**config.mk**
```make
export PLATFORM = sky130hd
export DESIGN_NAME = hw_regs
export DESIGN_NICKNAME = d
export VERILOG_FILES = /design/src/mem_map_pkg.sv /design/src/hw_regs.sv
export SDC_FILE = /design/constraint.sdc
export NUM_CORES = 1
export LEC_CHECK = 0
export BUFFER_PORTS_ARGS = -buffer_cell sky130_fd_sc_hd__buf_2
export CAP_MARGIN = 30
export CORE_MARGIN = 3
export CORE_UTILIZATION = 67
export DETAILED_ROUTE_END_ITERATION = 6
export PLACE_DENSITY = 0.85
export RECOVER_POWER = 50
export REMOVE_ABC_BUFFERS = 1
export SLEW_MARGIN = 0
export SYNTH_ARGS = -nofsm -noshare
export SYNTH_HDL_FRONTEND = slang
export SYNTH_SLANG_ARGS = --single-unit
export TNS_END_PERCENT = 30
```
**constraint.sdc**
```tcl
create_clock -name clk -period 26.3 [get_ports clk]
set_input_delay 2.63 -clock clk [delete_from_list [all_inputs] [get_ports clk]]
set_output_delay 2.63 -clock clk [all_outputs]
set_load 0.01 [all_outputs]
```
**src/mem_map_pkg.sv**
```systemverilog
package mem_map_pkg;

   // system memory map, with KUSEG / KSEG0 / KSEG1 mirrors
   localparam logic [31:0] BIOS_BASE_0  = 32'h1FC0_0000;
   localparam logic [31:0] BIOS_BASE_1  = 32'h9FC0_0000;
   localparam logic [31:0] BIOS_BASE_2  = 32'hBFC0_0000;
   localparam logic [31:0] BIOS_SIZE    = 32'h0008_0000;

   localparam logic [31:0] MAIN_BASE_0  = 32'h0000_0000;  // kuseg
   localparam logic [31:0] MAIN_BASE_1  = 32'h8000_0000;  // kseg0
   localparam logic [31:0] MAIN_BASE_2  = 32'hA000_0000;  // kseg1
   localparam logic [31:0] MAIN_SIZE    = 32'h0020_0000;

   localparam logic [31:0] SCPAD_BASE_0 = 32'h1F80_0000;
   localparam logic [31:0] SCPAD_BASE_1 = 32'h9F80_0000;
   localparam logic [31:0] SCPAD_SIZE   = 32'h0000_0400;

   localparam logic [31:0] HWREG_BASE_0 = 32'h1F80_1000;
   localparam logic [31:0] HWREG_BASE_1 = 32'h9F80_1000;
   localparam logic [31:0] HWREG_BASE_2 = 32'hBF80_1000;
   localparam logic [31:0] HWREG_SIZE   = 32'h0000_2000;
   localparam logic [31:0] MEM_CTRL_3   = 32'hFFFE_0130;  // lone alias into hw regs

   // target depths in 32-bit words
   localparam int BIOS_WORDS  = 16;
   localparam int MAIN_WORDS  = 4096;
   localparam int SCPAD_WORDS = 256;
   localparam int HWREG_WORDS = 16;

   localparam int BIOS_AW  = $clog2(BIOS_WORDS);
   localparam int IDX_W    = $clog2(MAIN_WORDS);  // widest target index
   localparam int SCPAD_AW = $clog2(SCPAD_WORDS);
   localparam int HWREG_AW = $clog2(HWREG_WORDS);

   localparam int MAIN_RD_LATENCY  = 3;
   localparam int MAIN_BUSY_CYCLES = 2;
   localparam int MAIN_BUSY_W      = $clog2(MAIN_BUSY_CYCLES + 1);

   typedef enum logic [2:0] {
      REG_BIOS,
      REG_MAIN,
      REG_SCPAD,
      REG_HWREG,
      REG_NONE
   } region_e;

   typedef struct packed {
      logic [31:0] addr;
      logic [31:0] wdata;
      logic        ren;
      logic        wen;
   } cpu_req_t;

   typedef struct packed {
      logic [IDX_W-1:0] idx;  // word index
      logic [31:0]      wdata;
      logic             ren;
      logic             wen;
   } mem_req_t;

endpackage
```
**src/hw_regs.sv**
```systemverilog
`timescale 1ns/1ps

module hw_regs (
   input  logic                  clk,
   input  logic                  rst,
   input  mem_map_pkg::mem_req_t req_i,
   output logic                  ack_o,
   output logic [31:0]           rdata_o
);
   import mem_map_pkg::*;

   logic [31:0]         regs [HWREG_WORDS];
   logic                pend;
   logic                req_act;
   logic                first;
   logic [HWREG_AW-1:0] sel;

   assign req_act = req_i.ren | req_i.wen;
   assign first   = req_act & ~pend;  // new request this cycle
   assign sel     = req_i.idx[HWREG_AW-1:0];

   always_ff @(posedge clk, posedge rst) begin
      if (rst) begin
         pend  <= 1'b0;
         ack_o <= 1'b0;
         for (int i = 0; i < HWREG_WORDS; i++) begin
            regs[i] <= '0;
         end
      end else begin
         pend  <= req_act;
         ack_o <= first;
         if (first && req_i.wen) begin
            regs[sel] <= req_i.wdata;
         end
      end
   end

   always_ff @(posedge clk) begin
      if (first && req_i.ren) begin
         rdata_o <= regs[sel];  // holds after the ack
      end
   end

   assert property (@(posedge clk) disable iff (rst)
      ack_o |=> !ack_o);

endmodule

```
Yosys cells after proc, flatten, opt, wreduce, memory -nomap -nowiden

Cells that the tools add are included.

Word-level logic and storage cells: 34
Register bits: 546
Input bits: 48
Output and inout port bits: 33

Reduce and logical (&&, ||, !) cells: 3
Multiplexer cells: 6
Bitwise gates (word level): 4
$lt $le $gt $ge: 2

Operators with widths:

| operator                                                             | count |
|---|---|
| 512-bit bitwise mux                                                  | 1 |
| 32-bit binary-select mux with 4-bit select                           | 1 |
| 32-bit demux with 4-bit select                                       | 1 |
| 32-bit 2-to-1 mux                                                    | 3 |
| 5-bit >= comparator, second input constant                           | 1 |
| 5-bit by 1-bit < comparator with 1-bit output, second input constant | 1 |
| 4-bit inverter with 5-bit output                                     | 1 |
| 1-bit logical AND                                                    | 3 |
| 1-bit bitwise AND                                                    | 1 |
| 1-bit inverter                                                       | 1 |
| 1-bit bitwise OR                                                     | 1 |

Logic depth before layout (Yosys ltp)

Depth after elaboration: 6
Depth in mapped cells: 6
Depth with buffers taken out: 3

Least setup slack after synthesis

No wires, ideal clock.

Path type: in2reg
From: input req_i[1] (netlist bit)
To: register rdata_o[0], enable pin
Data arrival time: 4.078 ns
Library setup time: 0.425 ns
Setup slack: 21.798 ns
Required time: 25.875 ns
Stages on the path: 1
Path buffers: 0
Cells stage by stage: nor2b_1

Cells in the longest elaborated chain, start to end: 3

Ends and longest elaborated chain:

| what                 | RTL line      | source |
|---|---|---|
| start, declared      | hw_regs.sv:6  | `input mem_map_pkg::mem_req_t req_i,` |
| 1-bit bitwise OR     | hw_regs.sv:18 | `assign req_act = req_i.ren \| req_i.wen;` |
| 1-bit bitwise AND    | hw_regs.sv:19 | `assign first = req_act & ~pend;` |
| 1-bit logical AND *  | hw_regs.sv:39 | `if (first && req_i.ren) begin` |
| end signal, assigned | hw_regs.sv:40 | `rdata_o <= regs[sel];` |
| end, declared        | hw_regs.sv:8  | `output logic [31:0] rdata_o` |

Every way passes the cells marked *; elsewhere a longest branch is shown, timed or not.
A chain may end at the register's enable or synchronous reset.

==> run summary <==
outcome: finished with violations
failing checks: capacitance limit, slew limit
Num CTS Buffers: 53
Hold Vio Cnt, Final: 0
DR vias/cell: 6.65
DR DRC count: 0
routed len/inst: 26.3 um
Post-Syn Instances: 1443
Layout Nets: 1520
fin util: 75.8%
crit path capture type: async pin
post-synthesis register bit count: 546
count leader, synth: dfrtp_1
routability cong.: 0.713
Pleak: 12.3 nW
Post-CTS Resized: 0
Multi-input gate area: 9640 um^2
Syn Std Cell Area: 24000 um^2
Die W: 195 um
Diodes inserted: 0
final instance area: 26400 um^2
Mapped Avg Cell Area: 16.6 um^2
Synth cell types: 26
CTS tree: built
Rows: 68
effective utilization at floorplan: 68.8%
CP Max Fanout: 179
sequential-to-total area share from yosys stat: 57.6%
final-layout fill cell count: 2007
RSZ-0062 raised after global routing: no
Post-Route WL: 51800 um
initial antenna violation count: 2
startpoint types: input pin
Layout Skew: 19.6 ps
Die Ht: 195 um
vias in the first global route: 14.1k
setup slack after layout: 12850 ps
hold_buf cts: 0
Worst path max stage delay: 6490 ps
Power, Total: 2.02 mW
Slowest-stage cell, CP: clkbuf_1
max cap viols: 6
Synth top cells by count: 514 x dfrtp_1, 470 x mux2_2, 128 x mux4_2, 64 x a22oi_1, 63 x buf_2
Fin Setup TNS: 0 ps
crit path time final: 13450 ps
area post-placement: 24700 um^2
worst vdd ir: 0.0000589 V
clock sink count: 546
share of layout cells above drive strength 1: 52.2%
# Post-CTS Setup Buffers: 0
pwr dens: 76.5 nW/um^2
final instance count without filler cells: 1972
CTS root buffer: clkbuf_16
Worst-Margin Slew: 9120 ps
Slew Limit Fails: 497
number of synthesis warnings: 0
prevailing post-synth register cell: dfrtp_1
largest cells by area after synthesis: dfrtp_1 54%, mux2_2 22%, mux4_2 12%
pre-CTS setup slack: 21050 ps
number of port buffers: 72
R2R setup slack: 23450 ps
Relative slew margins: -508%
H-tree depth: 2
asr flop ratio synth: 94.1%
Hold Path Class: register to register
critical path required time: 24690 ps
register area: 13800 um^2
clock latency on the worst-skew pair: 590 ps
dpl hpwl: 28600 um
DR vias: 13.1k
first-pass GRT wire length: 81400 um
1st-pass router iterations: 5
Total Routing Usage GR: 27.6%
setup violators final: 0
Longest Clk Path Bufs: 3
Detail Route Antenna Nets: 0
gr ovfl total: 0
WP data arrival: 11840 ps
WHS: 482 ps
largest net degree at the start of global routing: 180
Area Overhead vs Synth: 10.2%
Clock transition at path regs: 60 ps
Initial DRC Count: 783
type of the worst setup path: input pin to async pin
Final Cycle Share: 51.1%
Peak Freq: 0.0744 GHz
number of synthesized flops with an enable pin: 32
post-synth top area share: 53.6%
post-synth top area cell: dfrtp_1
# IOs: 81
Die Area: 38100 um^2
sequence of cells on the critical path: buf_2 -> clkinvlp_2 -> clkbuf_1
Core Region: 34900 um^2
placed cells: 1870
## cell type report
type	count	share of cell area, %
inverter	1	0.0189
clock buffer	85	6.28
multi-input combinational	767	36.5
tap	455	2.15
clock inverter	15	0.483
sequential	546	52.3
timing repair buffer	103	2.31
## per-layer routing
layer	vias up	global-route usage (%)	wire length (um)
met5	-	0	32
met4	4	8.16	1330
met3	100	3.62	2190
met2	347	46.7	26500
met1	7194	38.5	21700
li1	5460	-	-
## registers in the layout, summed over array words and instances, names as in the netlist
name and cells:
regs 512, pend 1, rdata_o 32, ack_o 1
## logic make-up (layout without fill, tap and decap cells)
kind of cell | Yosys count | after routing | synth area share (%)
simple gates | 63 | 63 | 1.35
flops | 546 | 546 | 57.6
mux | 640 | 640 | 36.5
compound gates | 64 | 64 | 2.00
buf+inv | 130 | 204 | 2.51
## worst max-delay path: cells and delay by family
kind	cells	cell delay (ps)
buffers and inverters	3	8930
## placed cells by master (no fill, tap or decap), drive strengths merged
cell type,instances
a22oi,64
and2,1
and3,1
and4bb,2
buf,62
bufinv,2
clkbuf,126
clkinv,11
clkinvlp,2
dfrtp,514
edfxtp,32
inv,1
mux2,512
mux4,128
nand2,42
nand4b,1
nor2,3
nor2b,8
nor3b,2
nor4b,1
or2,1
or3,1
## power by group
group          switching [mW]  total (mW)  internal, mW
clock network           0.315       0.766         0.450
registers              0.0560        1.02         0.960
logic                  0.0950       0.239         0.144
## final timing paths
kind | startpoint | to | cells after the start
worst min-delay path | regs[53] | regs[53] | 1
worst max register to register | pend | rdata_o[24] | 2
min in group asynchronous | rst | regs[445] | 2
worst max-delay path | rst | regs[256] | 3
max in group clk | req_i[34] | regs[403] | 5
worst min register to register | regs[53] | regs[53] | 1
(Power assumes the default switching activity.)
