### config.mk
export PLATFORM = sky130hd
export DESIGN_NAME = bus_decoder
export DESIGN_NICKNAME = d
export VERILOG_FILES = /design/src/mem_map_pkg.sv /design/src/bus_decoder.sv
export SDC_FILE = /design/constraint.sdc
export NUM_CORES = 1
export LEC_CHECK = 0
export ABC_AREA = 1
export BUFFER_PORTS_ARGS = -buffer_cell sky130_fd_sc_hd__buf_2
export CAP_MARGIN = 25
export CORE_AREA = 2 2 144 146
export DETAILED_ROUTE_END_ITERATION = 12
export DIE_AREA = 0 0 146 148
export GPL_TIMING_DRIVEN = 0
export MAX_ROUTING_LAYER = met4
export PLACE_DENSITY = 0.57
export SLEW_MARGIN = 0
export SYNTH_ARGS = -nofsm -noshare
export SYNTH_HDL_FRONTEND = slang
export SYNTH_SLANG_ARGS = --single-unit
### constraint.sdc
create_clock -name clk -period 4.75 [get_ports clk]
set_input_delay 0.95 -clock clk [delete_from_list [all_inputs] [get_ports clk]]
set_output_delay 0.95 -clock clk [all_outputs]
set_load 0.05 [all_outputs]
### src/mem_map_pkg.sv
package mem_map_pkg;

   // system memory map, with KUSEG / KSEG0 / KSEG1 mirrors
   localparam logic [31:0] BIOS_BASE_0  = 32'h1FC0_0000;
   localparam logic [31:0] BIOS_BASE_1  = 32'h9FC0_0000;
   localparam logic [31:0] BIOS_BASE_2  = 32'hBFC0_0000;
   localparam logic [31:0] BIOS_SIZE    = 32'h0008_0000;

   localparam logic [31:0] MAIN_BASE_0  = 32'h0000_0000;  // kuseg
   localparam logic [31:0] MAIN_BASE_1  = 32'h8000_0000;  // kseg0
   localparam logic [31:0] MAIN_BASE_2  = 32'hA000_0000;  // kseg1
   localparam logic [31:0] MAIN_SIZE    = 32'h0020_0000;

   localparam logic [31:0] SCPAD_BASE_0 = 32'h1F80_0000;
   localparam logic [31:0] SCPAD_BASE_1 = 32'h9F80_0000;
   localparam logic [31:0] SCPAD_SIZE   = 32'h0000_0400;

   localparam logic [31:0] HWREG_BASE_0 = 32'h1F80_1000;
   localparam logic [31:0] HWREG_BASE_1 = 32'h9F80_1000;
   localparam logic [31:0] HWREG_BASE_2 = 32'hBF80_1000;
   localparam logic [31:0] HWREG_SIZE   = 32'h0000_2000;
   localparam logic [31:0] MEM_CTRL_3   = 32'hFFFE_0130;  // lone alias into hw regs

   // target depths in 32-bit words
   localparam int BIOS_WORDS  = 16;
   localparam int MAIN_WORDS  = 4096;
   localparam int SCPAD_WORDS = 256;
   localparam int HWREG_WORDS = 16;

   localparam int BIOS_AW  = $clog2(BIOS_WORDS);
   localparam int IDX_W    = $clog2(MAIN_WORDS);  // widest target index
   localparam int SCPAD_AW = $clog2(SCPAD_WORDS);
   localparam int HWREG_AW = $clog2(HWREG_WORDS);

   localparam int MAIN_RD_LATENCY  = 3;
   localparam int MAIN_BUSY_CYCLES = 2;
   localparam int MAIN_BUSY_W      = $clog2(MAIN_BUSY_CYCLES + 1);

   typedef enum logic [2:0] {
      REG_BIOS,
      REG_MAIN,
      REG_SCPAD,
      REG_HWREG,
      REG_NONE
   } region_e;

   typedef struct packed {
      logic [31:0] addr;
      logic [31:0] wdata;
      logic        ren;
      logic        wen;
   } cpu_req_t;

   typedef struct packed {
      logic [IDX_W-1:0] idx;  // word index
      logic [31:0]      wdata;
      logic             ren;
      logic             wen;
   } mem_req_t;

endpackage
### src/bus_decoder.sv
`timescale 1ns/1ps

module bus_decoder (
   input  logic                            clk,
   input  logic                            rst,
   input  mem_map_pkg::cpu_req_t           cpu_i,
   output logic                            ack_o,
   output logic [31:0]                     rdata_o,
   output logic [mem_map_pkg::BIOS_AW-1:0] bios_idx_o,
   input  logic [31:0]                     bios_data_i,
   output mem_map_pkg::mem_req_t           ram_req_o,
   input  logic                            ram_waitrq_i,
   input  logic                            ram_rvalid_i,
   input  logic [31:0]                     ram_rdata_i,
   output mem_map_pkg::mem_req_t           scpad_req_o,
   input  logic [31:0]                     scpad_rdata_i,
   output mem_map_pkg::mem_req_t           hw_req_o,
   input  logic                            hw_ack_i,
   input  logic [31:0]                     hw_rdata_i
);
   import mem_map_pkg::*;

   typedef enum logic [6:0] {
      IDLE      = 7'b0000001,
      READ      = 7'b0000010,
      READ_ACK  = 7'b0000100,
      LATCH     = 7'b0001000,
      WRITE     = 7'b0010000,
      WRITE_ACK = 7'b0100000,
      WAIT      = 7'b1000000
   } state_e;

   state_e   state, state_nxt;
   logic     ack_nxt;
   region_e  region;
   mem_req_t base_req;

   // unsigned wrap makes addresses below base fall outside
   function automatic logic in_win(logic [31:0] addr, logic [31:0] base, logic [31:0] size);
      return (addr - base) < size;
   endfunction

   always_comb begin
      if (in_win(cpu_i.addr, BIOS_BASE_0, BIOS_SIZE) ||
          in_win(cpu_i.addr, BIOS_BASE_1, BIOS_SIZE) ||
          in_win(cpu_i.addr, BIOS_BASE_2, BIOS_SIZE)) begin
         region = REG_BIOS;
      end else if (in_win(cpu_i.addr, MAIN_BASE_0, MAIN_SIZE) ||
                   in_win(cpu_i.addr, MAIN_BASE_1, MAIN_SIZE) ||
                   in_win(cpu_i.addr, MAIN_BASE_2, MAIN_SIZE)) begin
         region = REG_MAIN;
      end else if (in_win(cpu_i.addr, SCPAD_BASE_0, SCPAD_SIZE) ||
                   in_win(cpu_i.addr, SCPAD_BASE_1, SCPAD_SIZE)) begin
         region = REG_SCPAD;
      end else if (in_win(cpu_i.addr, HWREG_BASE_0, HWREG_SIZE) ||
                   in_win(cpu_i.addr, HWREG_BASE_1, HWREG_SIZE) ||
                   in_win(cpu_i.addr, HWREG_BASE_2, HWREG_SIZE) ||
                   (cpu_i.addr == MEM_CTRL_3)) begin
         region = REG_HWREG;
      end else begin
         region = REG_NONE;  // includes parallel port
      end
   end

   assign bios_idx_o     = cpu_i.addr[BIOS_AW+1:2];
   assign base_req.idx   = cpu_i.addr[IDX_W+1:2];
   assign base_req.wdata = cpu_i.wdata;
   assign base_req.ren   = 1'b0;
   assign base_req.wen   = 1'b0;

   always_comb begin
      state_nxt   = state;
      ack_nxt     = ack_o;
      ram_req_o   = base_req;
      scpad_req_o = base_req;
      hw_req_o    = base_req;
      case (state)
         IDLE: begin
            if (cpu_i.ren) begin
               state_nxt = READ;
            end else if (cpu_i.wen) begin
               state_nxt = WRITE;
            end
         end
         READ: begin
            case (region)
               REG_MAIN: begin
                  ram_req_o.ren = 1'b1;  // held through wait-request
                  if (!ram_waitrq_i) begin
                     state_nxt = LATCH;
                  end
               end
               REG_HWREG: begin
                  hw_req_o.ren = 1'b1;
                  state_nxt    = READ_ACK;
               end
               REG_SCPAD: begin
                  scpad_req_o.ren = 1'b1;
                  state_nxt       = LATCH;
               end
               default: begin
                  state_nxt = LATCH;  // bios data already on its way
               end
            endcase
         end
         READ_ACK: begin
            hw_req_o.ren = ~hw_ack_i;
            if (hw_ack_i) begin
               state_nxt = LATCH;
            end
         end
         LATCH: begin
            if (region != REG_MAIN || ram_rvalid_i) begin
               state_nxt = WAIT;
               ack_nxt   = 1'b1;
            end
         end
         WRITE: begin
            case (region)
               REG_MAIN: begin
                  ram_req_o.wen = 1'b1;
                  if (!ram_waitrq_i) begin
                     state_nxt = WRITE_ACK;
                  end
               end
               REG_HWREG: begin
                  hw_req_o.wen = 1'b1;
                  state_nxt    = WRITE_ACK;
               end
               REG_SCPAD: begin
                  scpad_req_o.wen = 1'b1;
                  state_nxt       = WAIT;
                  ack_nxt         = 1'b1;
               end
               default: begin
                  state_nxt = WAIT;  // rom and unmapped writes are dropped
                  ack_nxt   = 1'b1;
               end
            endcase
         end
         WRITE_ACK: begin
            if (region == REG_HWREG) begin
               hw_req_o.wen = ~hw_ack_i;
               if (hw_ack_i) begin
                  state_nxt = WAIT;
                  ack_nxt   = 1'b1;
               end
            end else begin
               state_nxt = WAIT;
               ack_nxt   = 1'b1;
            end
         end
         WAIT: begin
            if (!cpu_i.ren && !cpu_i.wen) begin
               state_nxt = IDLE;
               ack_nxt   = 1'b0;
            end
         end
         default: begin
            state_nxt = IDLE;
         end
      endcase
   end

   always_ff @(posedge clk, posedge rst) begin
      if (rst) begin
         state <= IDLE;
         ack_o <= 1'b0;
      end else begin
         state <= state_nxt;
         ack_o <= ack_nxt;
      end
   end

   always_ff @(posedge clk) begin
      if (state == LATCH) begin
         case (region)
            REG_BIOS:  rdata_o <= bios_data_i;
            REG_MAIN:  rdata_o <= ram_rdata_i;  // last write lands with rvalid
            REG_SCPAD: rdata_o <= scpad_rdata_i;
            REG_HWREG: rdata_o <= hw_rdata_i;
            default:   rdata_o <= '0;
         endcase
      end
   end

   assert property (@(posedge clk) disable iff (rst)
      !(ram_req_o.ren && ram_req_o.wen));

   // cpu must hold the address until it sees ack
   assert property (@(posedge clk) disable iff (rst)
      (cpu_i.ren || cpu_i.wen) && !ack_o |=> $stable(cpu_i.addr));

endmodule

# After elaboration in Yosys (flattened, before gate mapping)
# Index checks and enable logic that the tools add are counted.
dict set report word_totals {
  register_bits 40
  in_bits 199
  output_inout_bits 175
  elab_cells 95
}
dict set report classes {
  addsub 10
  magnitude_cmp 11
  n_eq_ne 20
  muxes 33
  bitwise 1
  reduce_logical 17
}
# op count
set op_table {}
lappend op_table {{$sub 32x32->32 const B} 7}
lappend op_table {{$pmux 32 s4} 1}
lappend op_table {{$lt 32x14->1 const B} 3}
lappend op_table {{$lt 32x20->1 const B} 3}
lappend op_table {{$lt 32x22->1 const B} 3}
lappend op_table {{$sub 32x29->32 const B} 3}
lappend op_table {{$lt 32x11->1 const B} 2}
lappend op_table {{$mux 7} 9}
lappend op_table {{$pmux 7 s7} 1}
lappend op_table {{$eq 32x32->1 const B} 1}
lappend op_table {{$pmux 7 s2} 2}
lappend op_table {{$mux 1} 13}
lappend op_table {{$mux 3} 4}
lappend op_table {{$ne 3x3->1 const B} 4}
lappend op_table {{$logic_or 1x1->1} 9}
lappend op_table {{$ne 2x2->1 const B} 4}
lappend op_table {{$eq 7x1->1 const B} 1}
lappend op_table {{$eq 7x2->1 const B} 1}
lappend op_table {{$eq 7x3->1 const B} 1}
lappend op_table {{$eq 7x4->1 const B} 1}
lappend op_table {{$eq 7x5->1 const B} 1}
lappend op_table {{$eq 7x6->1 const B} 1}
lappend op_table {{$eq 7x7->1 const B} 1}
lappend op_table {{$reduce_and 7->1} 1}
lappend op_table {{other kinds (12)} 15}

# Logic depth before layout (Yosys ltp)
dict set report logic_depth {
  ltp_word 13
  mapped_depth 18
  ltp_nobuf 18
}

# Worst setup path after synthesis
# No wires, ideal clock.
dict set report synth_timing {
  path_type {flip-flop to flip-flop}
  start {register state[4]}
  end {register state[3]}
  setup_ns 0.121
  arrival_time_ns 3.776
  required_time_ns 4.629
  setup_slack_ns 0.852
  stages_incl_launch_ff 10
  path_buffers 0
  period_less_slack_ns 3.898
  path_cell_list {dfrtp_1 > nor3_1 > nand2_1 > nor3_1 > nand3b_1 > and2_1 > nand3_2 > nor2_1 > nand2_1 > nand2_1}
}
dict set report synth_between {
  elab_chain_cells 3
  elab_cells_between_ends 16
  classes_between {14 x eq/ne; 1 x mux; 1 x reduce/logical}
}
# element line_no
set synth_rtl {}
lappend synth_rtl {{start, declared} bus_decoder.sv:33} ;# state_e state, state_nxt;
lappend synth_rtl {{start signal, assigned} bus_decoder.sv:170} ;# state <= state_nxt;
lappend synth_rtl {{$eq 7x6->1, or another cell as far along} bus_decoder.sv:77} ;# case (state)
lappend synth_rtl {{$ne 3x3->1 (no source line) / $ne 2x2->1 (equally long branches)} --}
lappend synth_rtl {{$reduce_and 7->1 (no source line)} --}
# Parallel ways exist; a longest one is shown, timed or not.
# A chain may end at the register's enable or synchronous reset.

==> impl_metrics.json <==
{
  "clkSlewWorstSetupHoldPaths_ns": 0.06,
  "wirelength_mm": 17.5,
  "gp_congestion": 0.862,
  "cp-end-kind": "primary output",
  "vdd_drop_max_mv": 0.102,
  "reg2reg_depth": 6,
  "nFillCells": 2281,
  "cp.required_ns": 3.80,
  "period_needed_ns": 4.13,
  "ios": 374,
  "power.share.switching_pct": 40.6,
  "synth_fp_nets": 914,
  "leakage_nw": 4.14,
  "postCtsResizedCells": 0,
  "power_mw": 1.48,
  "maxSlewHeadroom_pct": 61.7,
  "antenna_found_initial": 2,
  "coreArea_um2": 20000,
  "syn_area_per_cell_um2": 6.56,
  "ctsRootBufferMaster": "clkbuf_16",
  "finalSetupViolCount": 0,
  "cp_max_fo": 10,
  "grt_use_total_pct": 15.8,
  "place_worst_setup_slack_ns": 0.643,
  "cts_buffers": 5,
  "synth.distinct_cells": 37,
  "initial_core_util_pct": 23.2,
  "remaining_drc_errors": 0,
  "port_buffers": 339,
  "reg2reg_from": "state[4]$_DFFE_PP0P_",
  "path_class": "in2out",
  "hp-class": "reg2reg",
  "via_per_inst": 4.13,
  "nets": 1263,
  "pwr-share-clk_pct": 25.9,
  "maxSlewViolCount": 0,
  "grt_pass1_vias": 5290,
  "cp-start-kind": "input pin",
  "vias": 5499,
  "layout.cells.non_filler": 1332,
  "power_frac_seq_pct": 28.2,
  "drt_iter0_drc": 234,
  "synth_top_cell_area_share_pct": 21.9,
  "synth_edf_count": 32,
  "dp.cells": 1322,
  "dp_hpwl_mm": 14.8,
  "postLayoutCellArea_um2": 6900,
  "worst_slew_pin_slew_ns": 0.569,
  "finalCritPeriodShare_pct": 87.0,
  "place_area_um2": 6730,
  "endpoint": "hw_req_o[0]",
  "rsz0062_at_grt": "false",
  "die_y_um": 148,
  "maxCapViolations": 0,
  "synth_area_leaders": "buf_4, edfxtp_1, nand2_1",
  "async_flop_share_pct": 20.0,
  "overflow": 0,
  "p_int_mw": 0.881,
  "grt_pass1_wl_mm": 26.7,
  "first_pass_iters": 5,
  "rows": 52,
  "ys_seq_area_share_pct": 25.0,
  "cts_setup_buffers": 0,
  "powerDensity_nw_per_um2": 215,
  "r2r_slack_ns": 2.59,
  "synthToLayoutAreaGrowth_pct": 48.2,
  "hold_viol_final": 0,
  "drive_gt1_share_pct": 49.2,
  "setup.worst_path.start": "cpu_i[46]",
  "setup_slack_ns": 0.616,
  "yosysWarnings": 0,
  "postRouteAntennaNets": 0,
  "skew_ns": 0.00136,
  "worst_skew_pair.late_latency_ns": 0.28,
  "syn_area_um2": 4660,
  "final_util_pct": 34.5,
  "arrival_ns": 3.18,
  "ys.flop_type": "edfxtp_1",
  "hold_buffers": 0,
  "tritoncts": "yes",
  "yosysTopAreaCell": "buf_4",
  "die_area_um2": 21600,
  "grt_max_degree": 14,
  "p_sw_mw": 0.603,
  "clockBufferDepth": 2,
  "syn_inst": 710,
  "timing.fmax_ghz": 0.242,
  "routedWlPerCell_um": 13.1,
  "p_comb_share_pct": 45.8,
  "ys_ff_latch": 40,
  "h-tree-depth": 2,
  "r2r_end": "rdata_o[11]$_DFFE_PP_",
  "status": "finished clean",
  "clock_sinks": 40,
  "die_w_um": 146
}
## placed cells by master (no fill, tap or decap), drive strengths merged
| cell type | synthesis | routed |
|---|---|---|
| a21oi | 14 | 14 |
| a31oi | 1 | 1 |
| and2 | 3 | 3 |
| buf | 153 | 495 |
| bufinv | 0 | 1 |
| clkbuf | 2 | 7 |
| clkinv | 0 | 2 |
| dfrtp | 7 | 7 |
| dfstp | 1 | 1 |
| diode | 0 | 2 |
| edfxtp | 32 | 32 |
| ha | 5 | 5 |
| inv | 77 | 77 |
| nand2 | 236 | 236 |
| nand3 | 61 | 61 |
| nand3b | 19 | 19 |
| nand4 | 16 | 16 |
| nor2 | 44 | 44 |
| nor3 | 7 | 7 |
| nor4 | 8 | 8 |
| o2111ai | 1 | 1 |
| o211ai | 1 | 1 |
| o21a | 1 | 1 |
| o21ai | 15 | 15 |
| o21bai | 2 | 2 |
| or2 | 2 | 2 |
| xor2 | 2 | 2 |
## worst max-delay path: stages
cell and delay, ns:
buf_2 0.12, inv_1 0.11, ha_1 0.21, nand2_1 0.09
nor2_1 0.17, nand3_1 0.20, nand3_1 0.11, nand2_1 0.06
nor2_1 0.09, nand3_1 0.09, nor2_1 0.17, nand2_2 0.12
nand2_2 0.23, nand2_2 0.13, nand2_1 0.07, buf_2 0.26
## layout make-up
type                       instances  area [um^2]  share of cell area [%]
antenna                            2         5.00                  0.0725
buffer                           155         1130                    16.4
clock buffer                       5          125                    1.81
clock inverter                     3         42.5                   0.616
inverter                          77          289                    4.19
multi-input combinational        438         2080                    30.1
sequential                        40         1160                    16.8
tap                              270          338                    4.89
timing repair buffer             342         1730                    25.1
## worst min path at each step
stage / from / to / slack, ns / cells after the start
floorplan: state[1]$_DFFE_PP0P_ / state[1]$_DFFE_PP0P_ / 0.50 / 2
global placement: state[1]$_DFFE_PP0P_ / state[1]$_DFFE_PP0P_ / 0.53 / 2
detailed placement: state[1]$_DFFE_PP0P_ / state[1]$_DFFE_PP0P_ / 0.53 / 2
CTS: state[1]$_DFFE_PP0P_ / state[1]$_DFFE_PP0P_ / 0.55 / 2
global route: state[1]$_DFFE_PP0P_ / state[1]$_DFFE_PP0P_ / 0.61 / 2
finish: state[1]$_DFFE_PP0P_ / state[1]$_DFFE_PP0P_ / 0.54 / 2
## cells in the mapped netlist, drive strengths merged (2+ instances only)
cell / n
nand4: 16
o21ai: 15
nand3b: 19
nor3: 7
nand3: 61
edfxtp: 32
and2: 3
nor2: 44
a21oi: 14
nor4: 8
buf: 153
clkbuf: 2
nand2: 236
inv: 77
ha: 5
xor2: 2
or2: 2
dfrtp: 7
o21bai: 2
## cells by family (layout without fill, tap and decap cells)
kind of cell | count (synthesis) | count (layout) | share of synthesized area, %
xor+xnor | 2 | 2 | 0.376
buf+inv | 232 | 582 | 30.5
other cells | 0 | 2 | 0
compound gates | 35 | 35 | 4.32
simple gates | 396 | 396 | 38.5
flops | 40 | 40 | 25.0
fa+ha+maj | 5 | 5 | 1.34
## registers in the layout (all words and copies together), names as in the netlist
register / cells
state: 7
ack_o: 1
rdata_o: 32
## layer usage
metal	wire [um]	GRT usage (%)	vias to the layer above	part of all wire, %
met4	131	2.48	0	0.75
met3	1440	2.96	10	8.2
met5	0	-	-	0
li1	-	-	2816	-
met1	6920	17.8	2393	40
met2	9020	29.5	280	52
## through the flow
stage,hold WS (ns),TNS (ns)
6_report,0.542,0
5_1_grt,0.606,0
4_1_cts,0.546,0
3_5_place_dp,0.531,0
3_3_place_gp,0.526,-7.77
2_1_floorplan,0.497,0
## power by group through the flow
stage                     Combinational, mW  Sequential [mW]  Clock [mW]
after global routing                  0.731            0.422       0.409
after floorplan                       0.472            0.446           0
after detailed placement              0.681            0.425           0
after global placement                0.673            0.426           0
final                                 0.680            0.419       0.385
after CTS                             0.684            0.418       0.398
Power figures use the tool's default switching activity.
